--- config.mk ---
export PLATFORM = sky130hd
export DESIGN_NAME = complete_stage_flat
export DESIGN_NICKNAME = d
export VERILOG_FILES = /design/src/common/exec_pkg.sv /design/src/common/result_if.sv /design/src/complete/prf_bank.sv /design/src/complete/complete_stage.sv /design/src/flat_wrapper.sv
export VERILOG_INCLUDE_DIRS = /design/src /design/src/common
export SDC_FILE = /design/constraint.sdc
export NUM_CORES = 2
export LEC_CHECK = 0
export BUFFER_PORTS_ARGS = -buffer_cell sky130_fd_sc_hd__buf_2
export CAP_MARGIN = 20
export CORE_MARGIN = 4
export CORE_UTILIZATION = 45
export DETAILED_ROUTE_END_ITERATION = 8
export PLACE_DENSITY = 0.58
export RECOVER_POWER = 100
export SLEW_MARGIN = 10
export SYNTH_ARGS = -nofsm -noshare
export SYNTH_HDL_FRONTEND = slang
export SYNTH_SLANG_ARGS = --single-unit
export TNS_END_PERCENT = 50
--- constraint.sdc ---
create_clock -name clk -period 4.1 [get_ports clk]
set_input_delay 0.41 -clock clk [delete_from_list [all_inputs] [get_ports clk]]
set_output_delay 0.41 -clock clk [all_outputs]
set_load 0.02 [all_outputs]
--- src/common/exec_settings.svh ---
`ifndef EXEC_SETTINGS_SVH
`define EXEC_SETTINGS_SVH

// data path and pc width
`define EXEC_XLEN       32

// physical register file size and tag width
`define EXEC_PHYS_REGS  64
`define EXEC_TAG_W      6

// operation code width as encoded by the issue queue
`define EXEC_OPTYPE_W   4

`endif

--- src/common/exec_pkg.sv ---
`default_nettype none

`include "exec_settings.svh"

package exec_pkg;

    // data or pc word
    typedef logic [`EXEC_XLEN-1:0] word_t;

    // physical register tag
    typedef logic [`EXEC_TAG_W-1:0] phys_tag_t;

    // alu operation codes, 10 to 15 are undefined and yield zero
    typedef enum logic [`EXEC_OPTYPE_W-1:0] {
        op_add  = 4'd0,
        op_sub  = 4'd1,
        op_and  = 4'd2,
        op_or   = 4'd3,
        op_xor  = 4'd4,
        op_sll  = 4'd5,
        op_srl  = 4'd6,
        op_sra  = 4'd7,
        op_slt  = 4'd8,
        op_sltu = 4'd9
    } optype_e;

endpackage

`default_nettype wire

--- src/common/result_if.sv ---
`timescale 1ns/100ps
`default_nettype none

`include "exec_settings.svh"

// one lane result heading for writeback
interface result_if;
    logic                       valid;
    logic [`EXEC_XLEN-1:0]      pc;
    logic [`EXEC_TAG_W-1:0]     dest;
    logic [`EXEC_XLEN-1:0]      data;

    modport lane (
        output valid, pc, dest, data
    );

    modport complete (
        input  valid, pc, dest, data
    );
endinterface

`default_nettype wire

--- src/complete/prf_bank.sv ---
`timescale 1ns/100ps
`default_nettype none

`include "exec_settings.svh"

module prf_bank (
    input  wire                     clk,
    input  wire                     rst_n,
    input  wire                     we0,
    input  wire exec_pkg::phys_tag_t wtag0,
    input  wire exec_pkg::word_t    wdata0,
    input  wire                     we1,
    input  wire exec_pkg::phys_tag_t wtag1,
    input  wire exec_pkg::word_t    wdata1,
    input  wire                     clr_valid,
    input  wire exec_pkg::phys_tag_t clr_tag,
    input  wire exec_pkg::phys_tag_t rtag,
    output exec_pkg::word_t         rdata,
    output logic                    rready
);
    import exec_pkg::*;

    word_t                      regs [`EXEC_PHYS_REGS];
    logic [`EXEC_PHYS_REGS-1:0] ready;

    // later assignments win, so a write beats a clear and port 1 beats port 0
    always_ff @(posedge clk) begin
        if (!rst_n) begin
            for (int i = 0; i < `EXEC_PHYS_REGS; i++) begin
                regs[i] <= '0;
            end
            ready <= '0;
        end else begin
            if (clr_valid) begin
                ready[clr_tag] <= 1'b0;
            end
            if (we0) begin
                regs[wtag0]  <= wdata0;
                ready[wtag0] <= 1'b1;
            end
            if (we1) begin
                regs[wtag1]  <= wdata1;
                ready[wtag1] <= 1'b1;
            end
        end
    end

    // combinational read
    assign rdata  = regs[rtag];
    assign rready = ready[rtag];

endmodule

`default_nettype wire

--- src/complete/complete_stage.sv ---
`timescale 1ns/100ps
`default_nettype none

`include "exec_settings.svh"

module complete_stage (
    input  wire                     clk,
    input  wire                     rst_n,
    result_if.complete              res0,
    result_if.complete              res1,
    input  wire                     alloc_valid,
    input  wire exec_pkg::phys_tag_t alloc_tag,
    input  wire exec_pkg::phys_tag_t rd_tag,
    output exec_pkg::word_t         rd_data,
    output logic                    rd_ready,
    output logic                    comp0_valid,
    output exec_pkg::word_t         comp0_pc,
    output logic                    comp1_valid,
    output exec_pkg::word_t         comp1_pc
);
    import exec_pkg::*;

    // writeback stage, one slot per lane
    logic   wb_valid [2];
    word_t  wb_pc    [2];

    // results land in the register file at the same edge as the
    // completion report, so the tag reads back as soon as comp is seen
    prf_bank prf (
        .clk        (clk),
        .rst_n      (rst_n),
        .we0        (res0.valid),
        .wtag0      (res0.dest),
        .wdata0     (res0.data),
        .we1        (res1.valid),
        .wtag1      (res1.dest),
        .wdata1     (res1.data),
        .clr_valid  (alloc_valid),
        .clr_tag    (alloc_tag),
        .rtag       (rd_tag),
        .rdata      (rd_data),
        .rready     (rd_ready)
    );

    always_ff @(posedge clk) begin
        if (!rst_n) begin
            wb_valid[0] <= 1'b0;
            wb_valid[1] <= 1'b0;
        end else begin
            wb_valid[0] <= res0.valid;
            wb_valid[1] <= res1.valid;
        end
    end

    // pcs are payload, held until the next valid result
    always_ff @(posedge clk) begin
        if (res0.valid) begin
            wb_pc[0] <= res0.pc;
        end
        if (res1.valid) begin
            wb_pc[1] <= res1.pc;
        end
    end

    // both lanes report even when they hit the same tag
    assign comp0_valid = wb_valid[0];
    assign comp0_pc    = wb_pc[0];
    assign comp1_valid = wb_valid[1];
    assign comp1_pc    = wb_pc[1];

    // a lane result with an unknown tag would corrupt a random register
    res0_dest_known_a: assert property (
        @(posedge clk) disable iff (!rst_n)
        res0.valid |-> !$isunknown(res0.dest)
    );

    res1_dest_known_a: assert property (
        @(posedge clk) disable iff (!rst_n)
        res1.valid |-> !$isunknown(res1.dest)
    );

endmodule

`default_nettype wire

--- src/flat_wrapper.sv ---
// flat-port wrapper written by rule: the top's interface ports become plain ports
module complete_stage_flat import exec_pkg::*;
  (clk, rst_n, alloc_valid, alloc_tag, rd_tag, rd_data, rd_ready, comp0_valid, comp0_pc, comp1_valid, comp1_pc, res0_valid, res0_pc, res0_dest, res0_data, res1_valid, res1_pc, res1_dest, res1_data);
  result_if res0_i ();
  result_if res1_i ();
  input  wire clk;
  input  wire rst_n;
  input  wire alloc_valid;
  input  wire exec_pkg::phys_tag_t alloc_tag;
  input  wire exec_pkg::phys_tag_t rd_tag;
  output exec_pkg::word_t rd_data;
  output logic rd_ready;
  output logic comp0_valid;
  output exec_pkg::word_t comp0_pc;
  output logic comp1_valid;
  output exec_pkg::word_t comp1_pc;
  input wire logic [$bits(res0_i.valid)-1:0] res0_valid;
  input wire logic [$bits(res0_i.pc)-1:0] res0_pc;
  input wire logic [$bits(res0_i.dest)-1:0] res0_dest;
  input wire logic [$bits(res0_i.data)-1:0] res0_data;
  input wire logic [$bits(res1_i.valid)-1:0] res1_valid;
  input wire logic [$bits(res1_i.pc)-1:0] res1_pc;
  input wire logic [$bits(res1_i.dest)-1:0] res1_dest;
  input wire logic [$bits(res1_i.data)-1:0] res1_data;
  assign res0_i.valid = res0_valid;
  assign res0_i.pc = res0_pc;
  assign res0_i.dest = res0_dest;
  assign res0_i.data = res0_data;
  assign res1_i.valid = res1_valid;
  assign res1_i.pc = res1_pc;
  assign res1_i.dest = res1_dest;
  assign res1_i.data = res1_data;
  complete_stage u_core (.clk(clk), .rst_n(rst_n), .res0(res0_i), .res1(res1_i), .alloc_valid(alloc_valid), .alloc_tag(alloc_tag), .rd_tag(rd_tag), .rd_data(rd_data), .rd_ready(rd_ready), .comp0_valid(comp0_valid), .comp0_pc(comp0_pc), .comp1_valid(comp1_valid), .comp1_pc(comp1_pc));
endmodule
== Yosys cells after proc, flatten, opt, wreduce, memory -nomap -nowiden ==
Memory sizes are Yosys's and may differ from the RTL's.
Index checks and enable logic that the tools add are counted.

* Memory bits (writable): 2114
* Bits of input ports: 157
* Memories kept: 3
* ROM bits: 0
* Logic and storage cells: 53
* Register bits: 64
* Latch bits: 0

{| class="wikitable"
|+ Memories
! name !! depth !! bits a word !! rd ports !! clocked after memory_dff !! write ports !! line !! RTL
|-
| u_core.prf.regs || 64 || 32 || 1 || 0 || 64 || prf_bank.sv:23 || <nowiki>word_t regs [`EXEC_PHYS_REGS];</nowiki>
|-
| u_core.wb_pc || 2 || 32 || 2 || 0 || 2 || complete_stage.sv:25 || <nowiki>word_t wb_pc [2];</nowiki>
|-
| u_core.wb_valid || 2 || 1 || 2 || 0 || 2 || complete_stage.sv:24 || <nowiki>logic wb_valid [2];</nowiki>
|}

* $add $sub $neg: 0
* $lt $le $gt $ge: 7
* Bitwise operators: 6
* Multiply operators: 0
* Muxes and demuxes: 31
* Shift operators: 0
* Equal/unequal tests: 0
* Div/mod/pow operators: 0
* Reduce and logical (&&, ||, !) cells: 5

{| class="wikitable"
|+ Operators with widths
! cell !! number
|-
| two-way mux 64 bit || 5
|-
| bitwise OR 64 bit || 2
|-
| AND 64 bit || 1
|-
| two-way mux 32 bit || 2
|-
| NOT 64 bit || 1
|-
| OR reduction 32 bit || 2
|-
| less-than comparator 6 x 7 -> 1 bit, second input constant || 4
|-
| demux 1 bit (select 6 bit) || 3
|-
| greater-or-equal comparator 6 x 1 -> 1 bit, second input constant || 3
|-
| two-way mux 1 bit || 18
|-
| two-way mux 6 bit || 2
|-
| binary-select mux 1 bit (select 6 bit) || 1
|-
| logical AND 1 bit || 3
|-
| bitwise OR 1 bit || 2
|}

== Longest topological paths before layout ==
* Depth in word-level cells: 13
* Depth in mapped cells: 10
* Depth with buffers taken out: 5

== Hierarchy ==
From an unflattened synthesis, not the netlist that was laid out.

* Cell total of the unflattened synthesis: 6964
* Area, all modules: 106996.4 um^2

{| class="wikitable"
|+ Modules (own cells, without submodules)
! module !! times used !! cells each !! area each (um^2)
|-
| prf_bank || 1 || 6896 || 105022.0
|-
| complete_stage || 1 || 68 || 1974.4
|}

== Worst setup path after synthesis ==
No wires, ideal clock.

* Path kind: input port to flip-flop
* Start: input port rst_n
* End: memory u_core.prf.regs[55][0] (netlist name) (enable)
* Library setup time: 0.436 ns
* Setup slack: 0.875 ns
* Stages: 6
* Buffers on the path: 3
* Arrival: 2.789 ns
* Data required time: 3.664 ns
* Cell sequence: buf_2 -> and3_1 -> buf_2 -> nand3_1 -> buf_2 -> o221ai_1

{| class="wikitable"
|+ RTL lines
! item !! line !! RTL
|-
| from (decl) || flat_wrapper.sv:7 || <nowiki>input wire rst_n;</nowiki>
|-
| to (decl) || prf_bank.sv:23 ||
|}

== Final worst setup path ==
* Start: input port rd_tag[1]
* End: output port rd_data[19]

* Longest elaborated chain between the ends: 1

{| class="wikitable"
|+ Ends and longest elaborated chain
! item !! line !! RTL
|-
| from (decl) || flat_wrapper.sv:10 || <nowiki>input wire exec_pkg::phys_tag_t rd_tag;</nowiki>
|-
| memory read (64 x 32 bit) || - ||
|-
| to (decl) || flat_wrapper.sv:11 || <nowiki>output exec_pkg::word_t rd_data;</nowiki>
|}

Every way passes these cells.

==> run summary <==
The aggregate global-route resource usage is 0.334. Buffers added to address setup during post-CTS repair amount to 0. The clock network latency to the later pin of the worst-skew pair is 0.88 ns.

Of the post-synthesis cell area, the dominant cell type holds 0.599. In the final routed layout, each cell accounts on average for 41.2 um. The post-synthesis compound-gate area fraction came out at 0.195.

The number of nets in the layout came out at 6,963. The post-synthesis sequential element count is 2,178. The final setup skew is 0 ns. The flow ran to the end, but the final reports show violations. The synthesized area per cell came out at 15.5 sq um. The setup TNS is -0.327 ns.

The final hold slack came out at 0.0531 ns. The most used standard cell by instance count after synthesis is edfxtp_1. For this run, the top clock speed supported by timing is 238 MHz. Setup violations remaining at the end of the flow were counted as 6.

Summing all non-filler instances in the final layout gives an area of 0.118 sq mm. The worst voltage drop across the vdd grid is 401 uV. The number of buffers created by CTS is 232. The tree is rooted in a clkbuf_16.

The maximum fanout along the worst path came out at 49. The vias per cell is 7.29. For the pin with the worst max-slew slack, the measured transition is 3.06 ns.

The simple logic cell fraction of the synthesized area is 0.0252. The final number of hold-violating endpoints came out at 0. The top-level I/O count came out at 256.

The number of buffers and inverters on the critical path is 4. The register clock-pin slew on the reported worst setup and hold paths is 0.06 ns. The post-layout worst setup margin came out at -0.0948 ns. The worst slew slack as a fraction of its limit came out at -1.04. Of the cells placed in the final design, the portion with a size suffix greater than 1 is 0.220.

Counting every net in the synthesized netlist gives 6,996. The worst endpoint required time came out at 3.69 ns. The number of H-tree branching levels came out at 4. The final RePlAce weighted congestion is 0.946. The signal on the critical path passes through buf_6 > buf_4 > buf_4 > mux4_2 > mux2i_1 > mux2i_1 > o22ai_1 > nor2_2 > clkbuf_2. The floorplan has 177 rows. The leakage power came out at 0.0406 uW. The placed wire-length estimate after detailed placement is 240,000 um. The worst setup path is of the input pin to primary output kind. Yosys attributes the largest share of cell area to edfxtp_1, a22o_1, mux4_2. The netlist area before placement came out at 0.106 sq mm. Among all stages on the critical path, the largest delay is contributed by buf_6. After floorplanning, the core was sized to cover 0.233 sq mm. STA puts the critical path data arrival time at 3.78 ns. The number of violations of the max-capacitance limit came out at 34. Measured along the x axis, the die boundary spans 493 um. The instance area after placement is 0.112 sq mm. Entering global routing, the biggest net connects 83 pins. The wire length reported by the detailed router came out at 418,000 um. The synthesis warning total came out at 0.

The synthesized-area fraction occupied by xor and xnor cells came out at 0. The register area is 0.0647 sq mm. The longest individual stage delay on the worst path is 0.66 ns. Summed over all layers, the global routing overflow is 0.

The number of global-route vias before repair came out at 71,000. The number of antenna violations at the first check in global routing was 31. Once detail routing completed, the nets flagged for antenna violations numbered 0. From synthesis to final layout, the design area changed by 11.9%. The cell class contributing the biggest share of worst-path delay is buffers and inverters. STA classifies the critical path startpoint as an input pin. The total area of multi-input combinational cells came out at 0.0370 sq mm. The endpoint type of the worst setup path is a primary output. The number of synthesized flops with an enable pin is 2,112. The share of async-settable or async-resettable flops after synthesis came out at 0. The count of vias placed by the detailed router is 74,100.

The die covers 0.243 sq mm. The final critical path time including I/O delays and setup came out at 4.19 ns. The power density over the cells is 437 mW/mm^2. The biggest area contributor in the post-synthesis netlist is edfxtp_1. The part of the cycle the worst path needs is 1.02.

The number of detailed-routing iterations run before antenna repair is 6. The number of different library cells used by synthesis comes to 47. The commonest cells after synthesis are edfxtp_1, a22o_1, clkbuf_1. By area, the combinational part of the netlist is dominated by compound AO/OA/AOI/OAI gates. The number of instances in the synthesized netlist came out at 6,839. The clock tree from TritonCTS is done.

The final routed DRC violation total came out at 0. For this configuration, the core starts out at a cell density of 0.454. The overall power is 51,700 uW. The multiplexer area fraction after synthesis came out at 0.125.

The type of the tightest min-delay check is input pin to flip-flop. In the synthesized netlist the dominant register cell turns out to be edfxtp_1. The die outline height came out at 493 um. The count of buffers inserted at the top-level ports is 255.

The checks that failed: max-capacitance violations, max-slew violations, negative setup slack. The adder and majority cell fraction of the synthesized area is 0. The first global-routing pass estimated 575,000 um of wire. The number of filler cells placed in the layout is 19,400. The iteration-0 DRC count of the detailed router came out at 11,400. The number of slew-limit violations in the final report came out at 1,055.

In this run the deepest clock path goes through 3 buffers. For this design, the sink count on the clock tree is 2,178. The register area share after synthesis came out at 0.612.
[cell type report]
| cell class | count | area share |
|---|---|---|
| Tap cell | 3132 | 0.0331 |
| Clock inverter | 126 | 0.00810 |
| Timing Repair Buffer | 796 | 0.0474 |
| Multi-Input combinational cell | 3597 | 0.312 |
| Inverter | 1 | 0.0000317 |
| Clock buffer | 305 | 0.0524 |
| Antenna cell | 23 | 0.000486 |
| Sequential cell | 2178 | 0.547 |
[metrics by stage]
step	instances	utilization	setup slack, ns
2_1_floorplan	6839	-	0.875
3_3_place_gp	9631	0.479	0.146
3_5_place_dp	9635	0.479	0.144
4_1_cts	10100	0.513	0.0380
5_1_grt	10200	0.508	-0.00220
6_report	10200	0.508	-0.0948
[cell usage in the layout, fill, tap and decap left out, drive strengths merged, types with 13 or more instances in the layout]
cell type	netlist	routed
nor3b	51	51
mux4	522	522
mux2i	117	117
nand2b	16	16
edfxtp	2112	2112
dfxtp	66	66
diode	0	23
nor2b	19	19
o22ai	86	86
a221oi	38	38
clkbuf	719	540
nor2	103	103
nand3	20	20
o211ai	13	13
o21ai	79	79
mux2	28	28
nand2	140	140
a21o	56	56
dlygate4sd3	0	69
o221ai	28	28
buf	344	492
a22o	2076	2076
nand3b	62	62
clkinv	0	109
nor3	23	23
a21oi	60	60
[kinds of logic (layout without fill, tap and decap cells)]
group	Yosys count	in the layout
mux	667	667
simple gates	475	475
compound gates	2455	2455
other cells	0	23
flops	2178	2178
buf+inv	1064	1228
[flip-flops by register name, summed over array words and instances (netlist names)]
register          cells
u_core.prf.ready     64
u_core.prf.regs    2048
u_core.wb_pc         64
u_core.wb_valid       2
[final timing paths]
| check | from | endpoint | slack [ns] | depth (start not counted) |
|---|---|---|---|---|
| worst max-delay path | rd_tag[1] | rd_data[19] | -0.09 | 9 |
| worst max register to register | u_core.prf.ready[51] | u_core.prf.ready[51] | 3.29 | 3 |
| worst min register to register | u_core.prf.ready[58] | u_core.prf.ready[58] | 0.50 | 1 |
| worst min-delay path | alloc_tag[2] | u_core.prf.ready[56] | 0.05 | 3 |
[report_power, final]
group / switching, uW / leakage (uW) / internal [uW]
clock network: 9140 / 0.00351 / 11200
registers: 336 / 0.0207 / 25600
logic: 3710 / 0.0164 / 1660
total: 13200 / 0.0406 / 38500
[repair_timing]
item,4_1_cts,5_1_grt
hold buffers,69,0
resized for setup,0,2
setup endpoints to repair,0,2
endpoints found under the hold margin,68,0
[metal layers]
| metal | track usage | share of wire | routed length (um) |
|---|---|---|---|
| met1 | 0.453 | 0.37 | 154000 |
| met2 | 0.490 | 0.44 | 184000 |
| met3 | 0.0999 | 0.13 | 55900 |
| met4 | 0.167 | 0.058 | 24100 |
| met5 | 0 | 0.000029 | 12 |
[worst min-delay path, delay by kind of cell]
kind                   cells  cell delay (ns)
buffers and inverters      1             0.23
AO/OA/AOI/OAI              2             0.25
(Power assumes the default switching activity.)
